`config.mk`:
```
export PLATFORM = sky130hd
export DESIGN_NAME = lvda
export DESIGN_NICKNAME = d
export VERILOG_FILES = /design/src/lvda_time_pkg.sv /design/src/lvda_bus_pkg.sv /design/src/lvda.sv /design/src/lvda_telemetry_ser.sv /design/src/lvda_countdown.sv /design/src/lvda_discrete_sampler.sv /design/src/lvda_ctrl.sv /design/src/lvda_timing.sv
export VERILOG_INCLUDE_DIRS = /design/src
export SDC_FILE = /design/constraint.sdc
export NUM_CORES = 1
export LEC_CHECK = 0
export BUFFER_PORTS_ARGS = -buffer_cell sky130_fd_sc_hd__buf_2
export CORE_ASPECT_RATIO = 0.5
export CORE_MARGIN = 1.5
export CORE_UTILIZATION = 30
export CTS_BUF_LIST = sky130_fd_sc_hd__clkbuf_16
export CTS_CLUSTER_DIAMETER = 100
export DETAILED_ROUTE_END_ITERATION = 16
export PLACE_DENSITY_LB_ADDON = 0.25
export SYNTH_ARGS = -nofsm -noshare
export SYNTH_HDL_FRONTEND = slang
export SYNTH_HIERARCHICAL = 1
export SYNTH_SLANG_ARGS = --single-unit
export TNS_END_PERCENT = 20
```
`constraint.sdc`:
```
create_clock -name sim_clk -period 6.89 [get_ports sim_clk]
set_clock_uncertainty 0.05 [all_clocks]
set_input_delay 0.3445 -clock sim_clk [delete_from_list [all_inputs] [get_ports sim_clk]]
set_output_delay 0.3445 -clock sim_clk [all_outputs]
set_load 0.01 [all_outputs]
```
`src/lvda_config.svh`:
```
`ifndef LVDA_CONFIG_SVH
`define LVDA_CONFIG_SVH

// Processor bus widths.
`define LVDA_ADDR_W 4
`define LVDA_DATA_W 16

// Discrete input count.
`define LVDA_DISC_W 16

// Full w-z rounds per bit tick.
`define LVDA_TICK_DIV 2

`endif
```
`src/lvda_time_pkg.sv`:
```
`default_nettype none

`include "lvda_config.svh"

package lvda_time_pkg;

    // Four clock phases of one round.
    typedef enum logic [1:0] {PH_W, PH_X, PH_Y, PH_Z} phase_e;

    typedef logic [$clog2(`LVDA_TICK_DIV + 1)-1:0] tick_cnt_t;

endpackage

`default_nettype wire

```
`src/lvda_bus_pkg.sv`:
```
`default_nettype none

`include "lvda_config.svh"

package lvda_bus_pkg;

    typedef logic [`LVDA_ADDR_W-1:0] addr_t;
    typedef logic [`LVDA_DATA_W-1:0] word_t;

    // Register map.
    localparam addr_t REG_DISC   = addr_t'(0);  // Read only.
    localparam addr_t REG_COUNT  = addr_t'(4);
    localparam addr_t REG_STATUS = addr_t'(8);  // Bit 0 irq, bit 1 busy.
    localparam addr_t REG_TLM    = addr_t'(12); // Write only.

endpackage

`default_nettype wire

```
`src/lvda.sv`:
```
`default_nettype none

`include "lvda_config.svh"

module lvda (
    input  logic                     sim_clk,
    input  logic                     arst_n,
    input  logic                     psel,
    input  logic                     penable,
    input  logic                     pwrite,
    input  lvda_bus_pkg::addr_t      paddr,
    input  lvda_bus_pkg::word_t      pwdata,
    output lvda_bus_pkg::word_t      prdata,
    output logic                     pready,
    output logic                     pslverr,
    input  logic [`LVDA_DISC_W-1:0]  disc,
    output logic                     irq,
    output logic                     data,
    output logic                     data_clk
);

    lvda_time_pkg::phase_e phase;
    logic                  tick;
    logic                  cnt_load;
    logic                  int_clr;
    logic                  tlm_load;
    lvda_bus_pkg::word_t   wdata;
    lvda_bus_pkg::word_t   disc_word;
    lvda_bus_pkg::word_t   count;
    logic                  irq_pend;
    logic                  busy;

    lvda_timing u_timing (
        .sim_clk (sim_clk),
        .arst_n  (arst_n),
        .phase   (phase),
        .tick    (tick)
    );

    lvda_ctrl u_ctrl (
        .sim_clk   (sim_clk),
        .arst_n    (arst_n),
        .psel      (psel),
        .penable   (penable),
        .pwrite    (pwrite),
        .paddr     (paddr),
        .pwdata    (pwdata),
        .prdata    (prdata),
        .pready    (pready),
        .pslverr   (pslverr),
        .cnt_load  (cnt_load),
        .int_clr   (int_clr),
        .tlm_load  (tlm_load),
        .wdata     (wdata),
        .disc_word (disc_word),
        .count     (count),
        .irq_pend  (irq_pend),
        .busy      (busy)
    );

    lvda_discrete_sampler u_sampler (
        .sim_clk   (sim_clk),
        .arst_n    (arst_n),
        .disc      (disc),
        .phase     (phase),
        .tick      (tick),
        .disc_word (disc_word)
    );

    lvda_countdown u_countdown (
        .sim_clk  (sim_clk),
        .arst_n   (arst_n),
        .tick     (tick),
        .cnt_load (cnt_load),
        .int_clr  (int_clr),
        .wdata    (wdata),
        .count    (count),
        .irq_pend (irq_pend)
    );

    lvda_telemetry_ser u_ser (
        .sim_clk  (sim_clk),
        .arst_n   (arst_n),
        .tick     (tick),
        .tlm_load (tlm_load),
        .wdata    (wdata),
        .data     (data),
        .data_clk (data_clk),
        .busy     (busy)
    );

    assign irq = irq_pend;

endmodule

`default_nettype wire

```
`src/lvda_telemetry_ser.sv`:
```
`default_nettype none

`include "lvda_config.svh"

module lvda_telemetry_ser (
    input  logic                 sim_clk,
    input  logic                 arst_n,
    input  logic                 tick,
    input  logic                 tlm_load,
    input  lvda_bus_pkg::word_t  wdata,
    output logic                 data,
    output logic                 data_clk,
    output logic                 busy
);

    localparam int CNT_W = $clog2(`LVDA_DATA_W + 1);
    localparam logic [CNT_W-1:0] ALL_SENT = CNT_W'(`LVDA_DATA_W);

    lvda_bus_pkg::word_t shift_q;
    logic [CNT_W-1:0]    bit_cnt;
    logic                shift_en;

    assign shift_en = busy && tick && (bit_cnt != ALL_SENT);

    always_ff @(posedge sim_clk) begin
        if (tlm_load)
            shift_q <= wdata;
        else if (shift_en)
            shift_q <= shift_q << 1;
    end

    always_ff @(posedge sim_clk or negedge arst_n) begin
        if (!arst_n) begin
            busy     <= 1'b0;
            bit_cnt  <= '0;
            data     <= 1'b0;
            data_clk <= 1'b0;
        end else begin
            data_clk <= 1'b0;
            if (tlm_load) begin
                busy    <= 1'b1;
                bit_cnt <= '0;
            end else if (shift_en) begin
                data     <= shift_q[`LVDA_DATA_W-1];  // MSB first.
                data_clk <= 1'b1;
                bit_cnt  <= bit_cnt + 1'b1;
            end else if (busy && tick) begin
                busy <= 1'b0;  // Tick after the last bit.
            end
        end
    end

endmodule

`default_nettype wire

```
`src/lvda_countdown.sv`:
```
`default_nettype none

module lvda_countdown (
    input  logic                 sim_clk,
    input  logic                 arst_n,
    input  logic                 tick,
    input  logic                 cnt_load,
    input  logic                 int_clr,
    input  lvda_bus_pkg::word_t  wdata,
    output lvda_bus_pkg::word_t  count,
    output logic                 irq_pend
);

    logic expire;

    // Step from 1 to 0, unless a load takes the cycle.
    assign expire = tick && !cnt_load && (count == lvda_bus_pkg::word_t'(1));

    always_ff @(posedge sim_clk or negedge arst_n) begin
        if (!arst_n) begin
            count <= '0;
        end else if (cnt_load) begin
            count <= wdata;
        end else if (tick && count != '0) begin
            count <= count - 1'b1;
        end
    end

    always_ff @(posedge sim_clk or negedge arst_n) begin
        if (!arst_n) begin
            irq_pend <= 1'b0;
        end else if (expire) begin
            irq_pend <= 1'b1;  // Wins over a clear.
        end else if (int_clr) begin
            irq_pend <= 1'b0;
        end
    end

endmodule

`default_nettype wire

```
`src/lvda_discrete_sampler.sv`:
```
`default_nettype none

`include "lvda_config.svh"

module lvda_discrete_sampler (
    input  logic                     sim_clk,
    input  logic                     arst_n,
    input  logic [`LVDA_DISC_W-1:0]  disc,
    input  lvda_time_pkg::phase_e    phase,
    input  logic                     tick,
    output lvda_bus_pkg::word_t      disc_word
);

    logic [`LVDA_DISC_W-1:0] sync_a;
    logic [`LVDA_DISC_W-1:0] sync_b;
    logic                    armed;  // Tick seen, waiting for phase w.

    always_ff @(posedge sim_clk or negedge arst_n) begin
        if (!arst_n) begin
            sync_a    <= '0;
            sync_b    <= '0;
            armed     <= 1'b0;
            disc_word <= '0;
        end else begin
            sync_a <= disc;
            sync_b <= sync_a;
            if (armed && phase == lvda_time_pkg::PH_W) begin
                disc_word <= lvda_bus_pkg::word_t'(sync_b);
                armed     <= 1'b0;
            end else if (tick) begin
                armed <= 1'b1;
            end
        end
    end

endmodule

`default_nettype wire

```
`src/lvda_ctrl.sv`:
```
`default_nettype none

module lvda_ctrl (
    input  logic                 sim_clk,
    input  logic                 arst_n,
    input  logic                 psel,
    input  logic                 penable,
    input  logic                 pwrite,
    input  lvda_bus_pkg::addr_t  paddr,
    input  lvda_bus_pkg::word_t  pwdata,
    output lvda_bus_pkg::word_t  prdata,
    output logic                 pready,
    output logic                 pslverr,
    output logic                 cnt_load,
    output logic                 int_clr,
    output logic                 tlm_load,
    output lvda_bus_pkg::word_t  wdata,
    input  lvda_bus_pkg::word_t  disc_word,
    input  lvda_bus_pkg::word_t  count,
    input  logic                 irq_pend,
    input  logic                 busy
);

    typedef enum logic [1:0] {IDLE, ACCESS, WAIT_SER} state_e;

    state_e              state;
    lvda_bus_pkg::addr_t addr_q;
    logic                write_q;
    logic                setup;
    logic                xfer_done;
    logic                bad;
    logic                wr_ok;

    assign setup = psel && !penable;

    always_ff @(posedge sim_clk or negedge arst_n) begin
        if (!arst_n) begin
            state <= IDLE;
        end else begin
            case (state)
                IDLE: begin
                    if (setup) begin
                        // Telemetry write waits for the serializer.
                        if (pwrite && paddr == lvda_bus_pkg::REG_TLM && busy)
                            state <= WAIT_SER;
                        else
                            state <= ACCESS;
                    end
                end
                WAIT_SER: if (!busy) state <= ACCESS;
                default:  state <= IDLE;
            endcase
        end
    end

    // Address and direction held from the setup cycle.
    always_ff @(posedge sim_clk) begin
        if (state == IDLE && setup) begin
            addr_q  <= paddr;
            write_q <= pwrite;
        end
    end

    always_comb begin
        case (addr_q)
            lvda_bus_pkg::REG_DISC:   bad = write_q;
            lvda_bus_pkg::REG_COUNT:  bad = 1'b0;
            lvda_bus_pkg::REG_STATUS: bad = 1'b0;
            lvda_bus_pkg::REG_TLM:    bad = !write_q;
            default:                  bad = 1'b1; // Unmapped.
        endcase
    end

    assign xfer_done = (state == ACCESS) && psel && penable;
    assign pready    = xfer_done;
    assign pslverr   = xfer_done && bad;
    assign wr_ok     = xfer_done && write_q && !bad;

    always_comb begin
        prdata = '0;
        if (xfer_done && !write_q) begin
            case (addr_q)
                lvda_bus_pkg::REG_DISC:   prdata = disc_word;
                lvda_bus_pkg::REG_COUNT:  prdata = count;
                lvda_bus_pkg::REG_STATUS: prdata = lvda_bus_pkg::word_t'({busy, irq_pend});
                default:                  prdata = '0;
            endcase
        end
    end

    // One-cycle strobes in the completing cycle.
    assign cnt_load = wr_ok && (addr_q == lvda_bus_pkg::REG_COUNT);
    assign int_clr  = wr_ok && (addr_q == lvda_bus_pkg::REG_STATUS) && pwdata[0];
    assign tlm_load = wr_ok && (addr_q == lvda_bus_pkg::REG_TLM);
    assign wdata    = pwdata;

endmodule

`default_nettype wire

```
`src/lvda_timing.sv`:
```
`default_nettype none

`include "lvda_config.svh"

module lvda_timing (
    input  logic                  sim_clk,
    input  logic                  arst_n,
    output lvda_time_pkg::phase_e phase,
    output logic                  tick
);

    localparam lvda_time_pkg::tick_cnt_t LAST_ROUND =
        lvda_time_pkg::tick_cnt_t'(`LVDA_TICK_DIV - 1);

    lvda_time_pkg::tick_cnt_t rounds;

    always_ff @(posedge sim_clk or negedge arst_n) begin
        if (!arst_n) begin
            phase <= lvda_time_pkg::PH_W;
        end else begin
            case (phase)
                lvda_time_pkg::PH_W: phase <= lvda_time_pkg::PH_X;
                lvda_time_pkg::PH_X: phase <= lvda_time_pkg::PH_Y;
                lvda_time_pkg::PH_Y: phase <= lvda_time_pkg::PH_Z;
                default:             phase <= lvda_time_pkg::PH_W;
            endcase
        end
    end

    // Round counter steps at the end of each z phase.
    always_ff @(posedge sim_clk or negedge arst_n) begin
        if (!arst_n) begin
            rounds <= '0;
        end else if (phase == lvda_time_pkg::PH_Z) begin
            rounds <= (rounds == LAST_ROUND) ? '0 : rounds + 1'b1;
        end
    end

    assign tick = (phase == lvda_time_pkg::PH_Z) && (rounds == LAST_ROUND);

endmodule

`default_nettype wire

```
==> impl_metrics.tcl <==
set metrics [dict create \
    run_status "finished clean" \
    cp_cell_sequence "ha_1 -> and3b_1 -> nor4b_1 -> nand4_1 -> or4b_2 -> a31oi_1" \
    synth_edf_count 21 \
    vias 2930 \
    cts_tree "done" \
    clock.fmax_mhz 340 \
    num-fill-cells 1472 \
    place.gp.congestion 0.754 \
    drt_iter0_markers 188 \
    syn_avg_cell_area_um2 12.4 \
    clk_latency_ps 350 \
    drt-wirelength-per-cell_um 15.0 \
    post_cts_buffers 0 \
    first_pass_iters 6 \
    cts_buffer_depth 2 \
    wirelength_mm 9.27 \
    cts_root_buffer "clkbuf_16" \
    core_um2 14700 \
    initial_core_util 0.312 \
    ff_latch_area_um2 2630 \
    rsz0062_at_grt "no" \
    setup_viol 0 \
    rows 31 \
    final_net_count 461 \
    clock-sinks 101 \
    drtAntennaViolNets 0 \
    dpl.hpwl_mm 6.51 \
    drc 0 \
    hold_path_class "input pin to flop" \
    h-tree-depth 3 \
    overflow 0 \
    total_power_uw 1250 \
    multiInputGateArea_um2 1660 \
    cts_buffers 9 \
    synth_commonest_cells "80 x dfrtp_1, 35 x mux2_2, 26 x nor2_1" \
    synth_top_area_cell "dfrtp_1" \
    diodes 0 \
    synthArstFlopShare 0.792 \
    cts-resized-gates 0 \
    slew_viol_final 0 \
    syn_area_um2 4570 \
    max_stage_delay_ps 650 \
    antenna_found_initial 0 \
    grt_max_degree 81 \
    period_minus_slack_ps 2940 \
    synth_fp_nets 416 \
    grt_pass1_vias 2927 \
    synth_seq_area_share 0.576 \
    hold_violations 0 \
    syn2layout_area_growth_pct 14.8 \
    syn_inst 368 \
    finalCritPeriodShare 0.426 \
    critPathCaptureType "flop" \
    cp.arrival_ps 3150 \
    slowest_stage "or4b_2" \
    die-height_um 90.3 \
    synth_top_flop_cell "dfrtp_1" \
    worstPathRequired_ps 7100 \
    clk_pin_slew_ps 80 \
    boundaryPins 62 \
    synth_cell_types 65 \
    synth.ff_latch_count 101 \
    die_x_um 178 \
    synth_most_common_cell "dfrtp_1" \
    drv_cap 0 \
    grt_pass1_wl_mm 15.1 \
    vias_per_cell 4.76 \
    setup_tns_ps 0 \
    power.leakage_uw 0.00212 \
    io_buffers 61 \
    p_per_area_nw_per_um2 239 \
    cp_max_fo 13 \
    synth_warnings 6 \
    holdBufCountCts 0 \
    layout-drive-gt1-share 0.352 \
    critPathLaunchType "flop" \
    die-area_um2 16000 \
    peakVddDrop_v 0.000113 \
    synth_top_area_frac 0.438 \
    max_slew_margin 0.323 \
    grt_use_total 0.121 \
    worst_pin_slew_ps 1020 \
    worstSetupPathType "flop to flop" \
    synth_area_leaders "dfrtp_1 44%, edfxtp_1 14%, mux2_2 8.6%" \
]
stage by stage:
step	util	cell area, µm²	setup slack (ps)	std cells	hold slack [ps]
2_1_floorplan	-	4570	4380	368	-1.09
3_3_place_gp	0.336	4930	4130	600	282
3_5_place_dp	0.336	4930	3980	600	285
4_1_cts	0.358	5250	3980	616	32.5
5_1_grt	0.358	5250	3760	616	22.5
6_report	0.358	5250	3950	616	45.4
final cells by class:
class / instances / area share
clock buffers: 9 / 0.0429
clock inverters: 7 / 0.0169
inverters: 15 / 0.0107
multi-input cells: 221 / 0.316
flip-flops and latches: 101 / 0.502
well taps: 198 / 0.0472
repair buffers: 65 / 0.0644
worst max-delay path, delay by kind of cell (launching register included):
kind | cells | cell delay, ps
DFF | 1 | 430
adders and majority gates | 1 | 250
and+or+nand+nor | 4 | 1930
AOI/OAI and AO/OA | 1 | 200
sequential cells by signal (all words and copies together), names as in the netlist, 4 cells and up:
register / count
u_ser/shift_q: 16
u_ser/bit_cnt: 5
u_countdown/count: 16
u_ctrl/addr_q: 4
u_sampler/disc_word: 16
u_sampler/sync_b: 16
u_sampler/sync_a: 16
cells in the final DEF, fill, tap and decap left out, types with 3 or more instances in the layout:
master and count:
edfxtp_1 21, or4_1 4, buf_2 60, and2_1 3
nand3_1 9, nor2_2 12, nand2_1 18, ha_1 7
buf_4 5, a31oi_1 8, clkbuf_16 9, a22oi_1 15
inv_1 15, nor2_1 25, or2_2 3, xor2_1 3
mux2_2 35, nor3_1 7, a21oi_1 4, nand2b_1 5
dfrtp_1 80, o21ai_0 7, nand4_1 7
cells by family after synthesis:
family,count (synthesis),synth area share
compound gates,55,0.0868
xor+xnor,3,0.00575
fa+ha+maj,7,0.0192
buf+inv,46,0.0624
flops,101,0.576
mux,38,0.0934
simple gates,118,0.156
final timing paths:
path | startpoint | to | slack, ps | cells after the start
max | u_timing/phase[1]$_DFF_PN0_ | u_countdown/count[15]$_DFFE_PN0P_ | 3950 | 6
min | disc[7] | u_sampler/sync_a[7]$_DFF_PN0_ | 50 | 1
max reg2reg | u_timing/phase[1]$_DFF_PN0_ | u_countdown/count[15]$_DFFE_PN0P_ | 3950 | 6
min reg2reg | u_sampler/sync_a[0]$_DFF_PN0_ | u_sampler/sync_b[0]$_DFF_PN0_ | 300 | 0
max in group asynchronous | arst_n | u_timing/phase[1]$_DFF_PN0_ | 6020 | 1
min in group asynchronous | arst_n | u_sampler/sync_a[0]$_DFF_PN0_ | 110 | 1
per-layer routing:
| metal | global-route usage | vias up | part of all wire |
|---|---|---|---|
| li1 | - | 1405 | - |
| met1 | 0.172 | 1478 | 0.50 |
| met2 | 0.184 | 40 | 0.46 |
| met3 | 0.0311 | 7 | 0.030 |
| met4 | 0.0294 | 0 | 0.0094 |
| met5 | 0 | - | 0 |
where the power goes:
group	leakage, µW	switching (µW)	total (µW)	internal, µW
sequential	0.00110	28.2	666	638
combinational	0.000868	36.5	70.1	33.5
clock	0.000153	255	518	263
(Power assumes the default switching activity.)
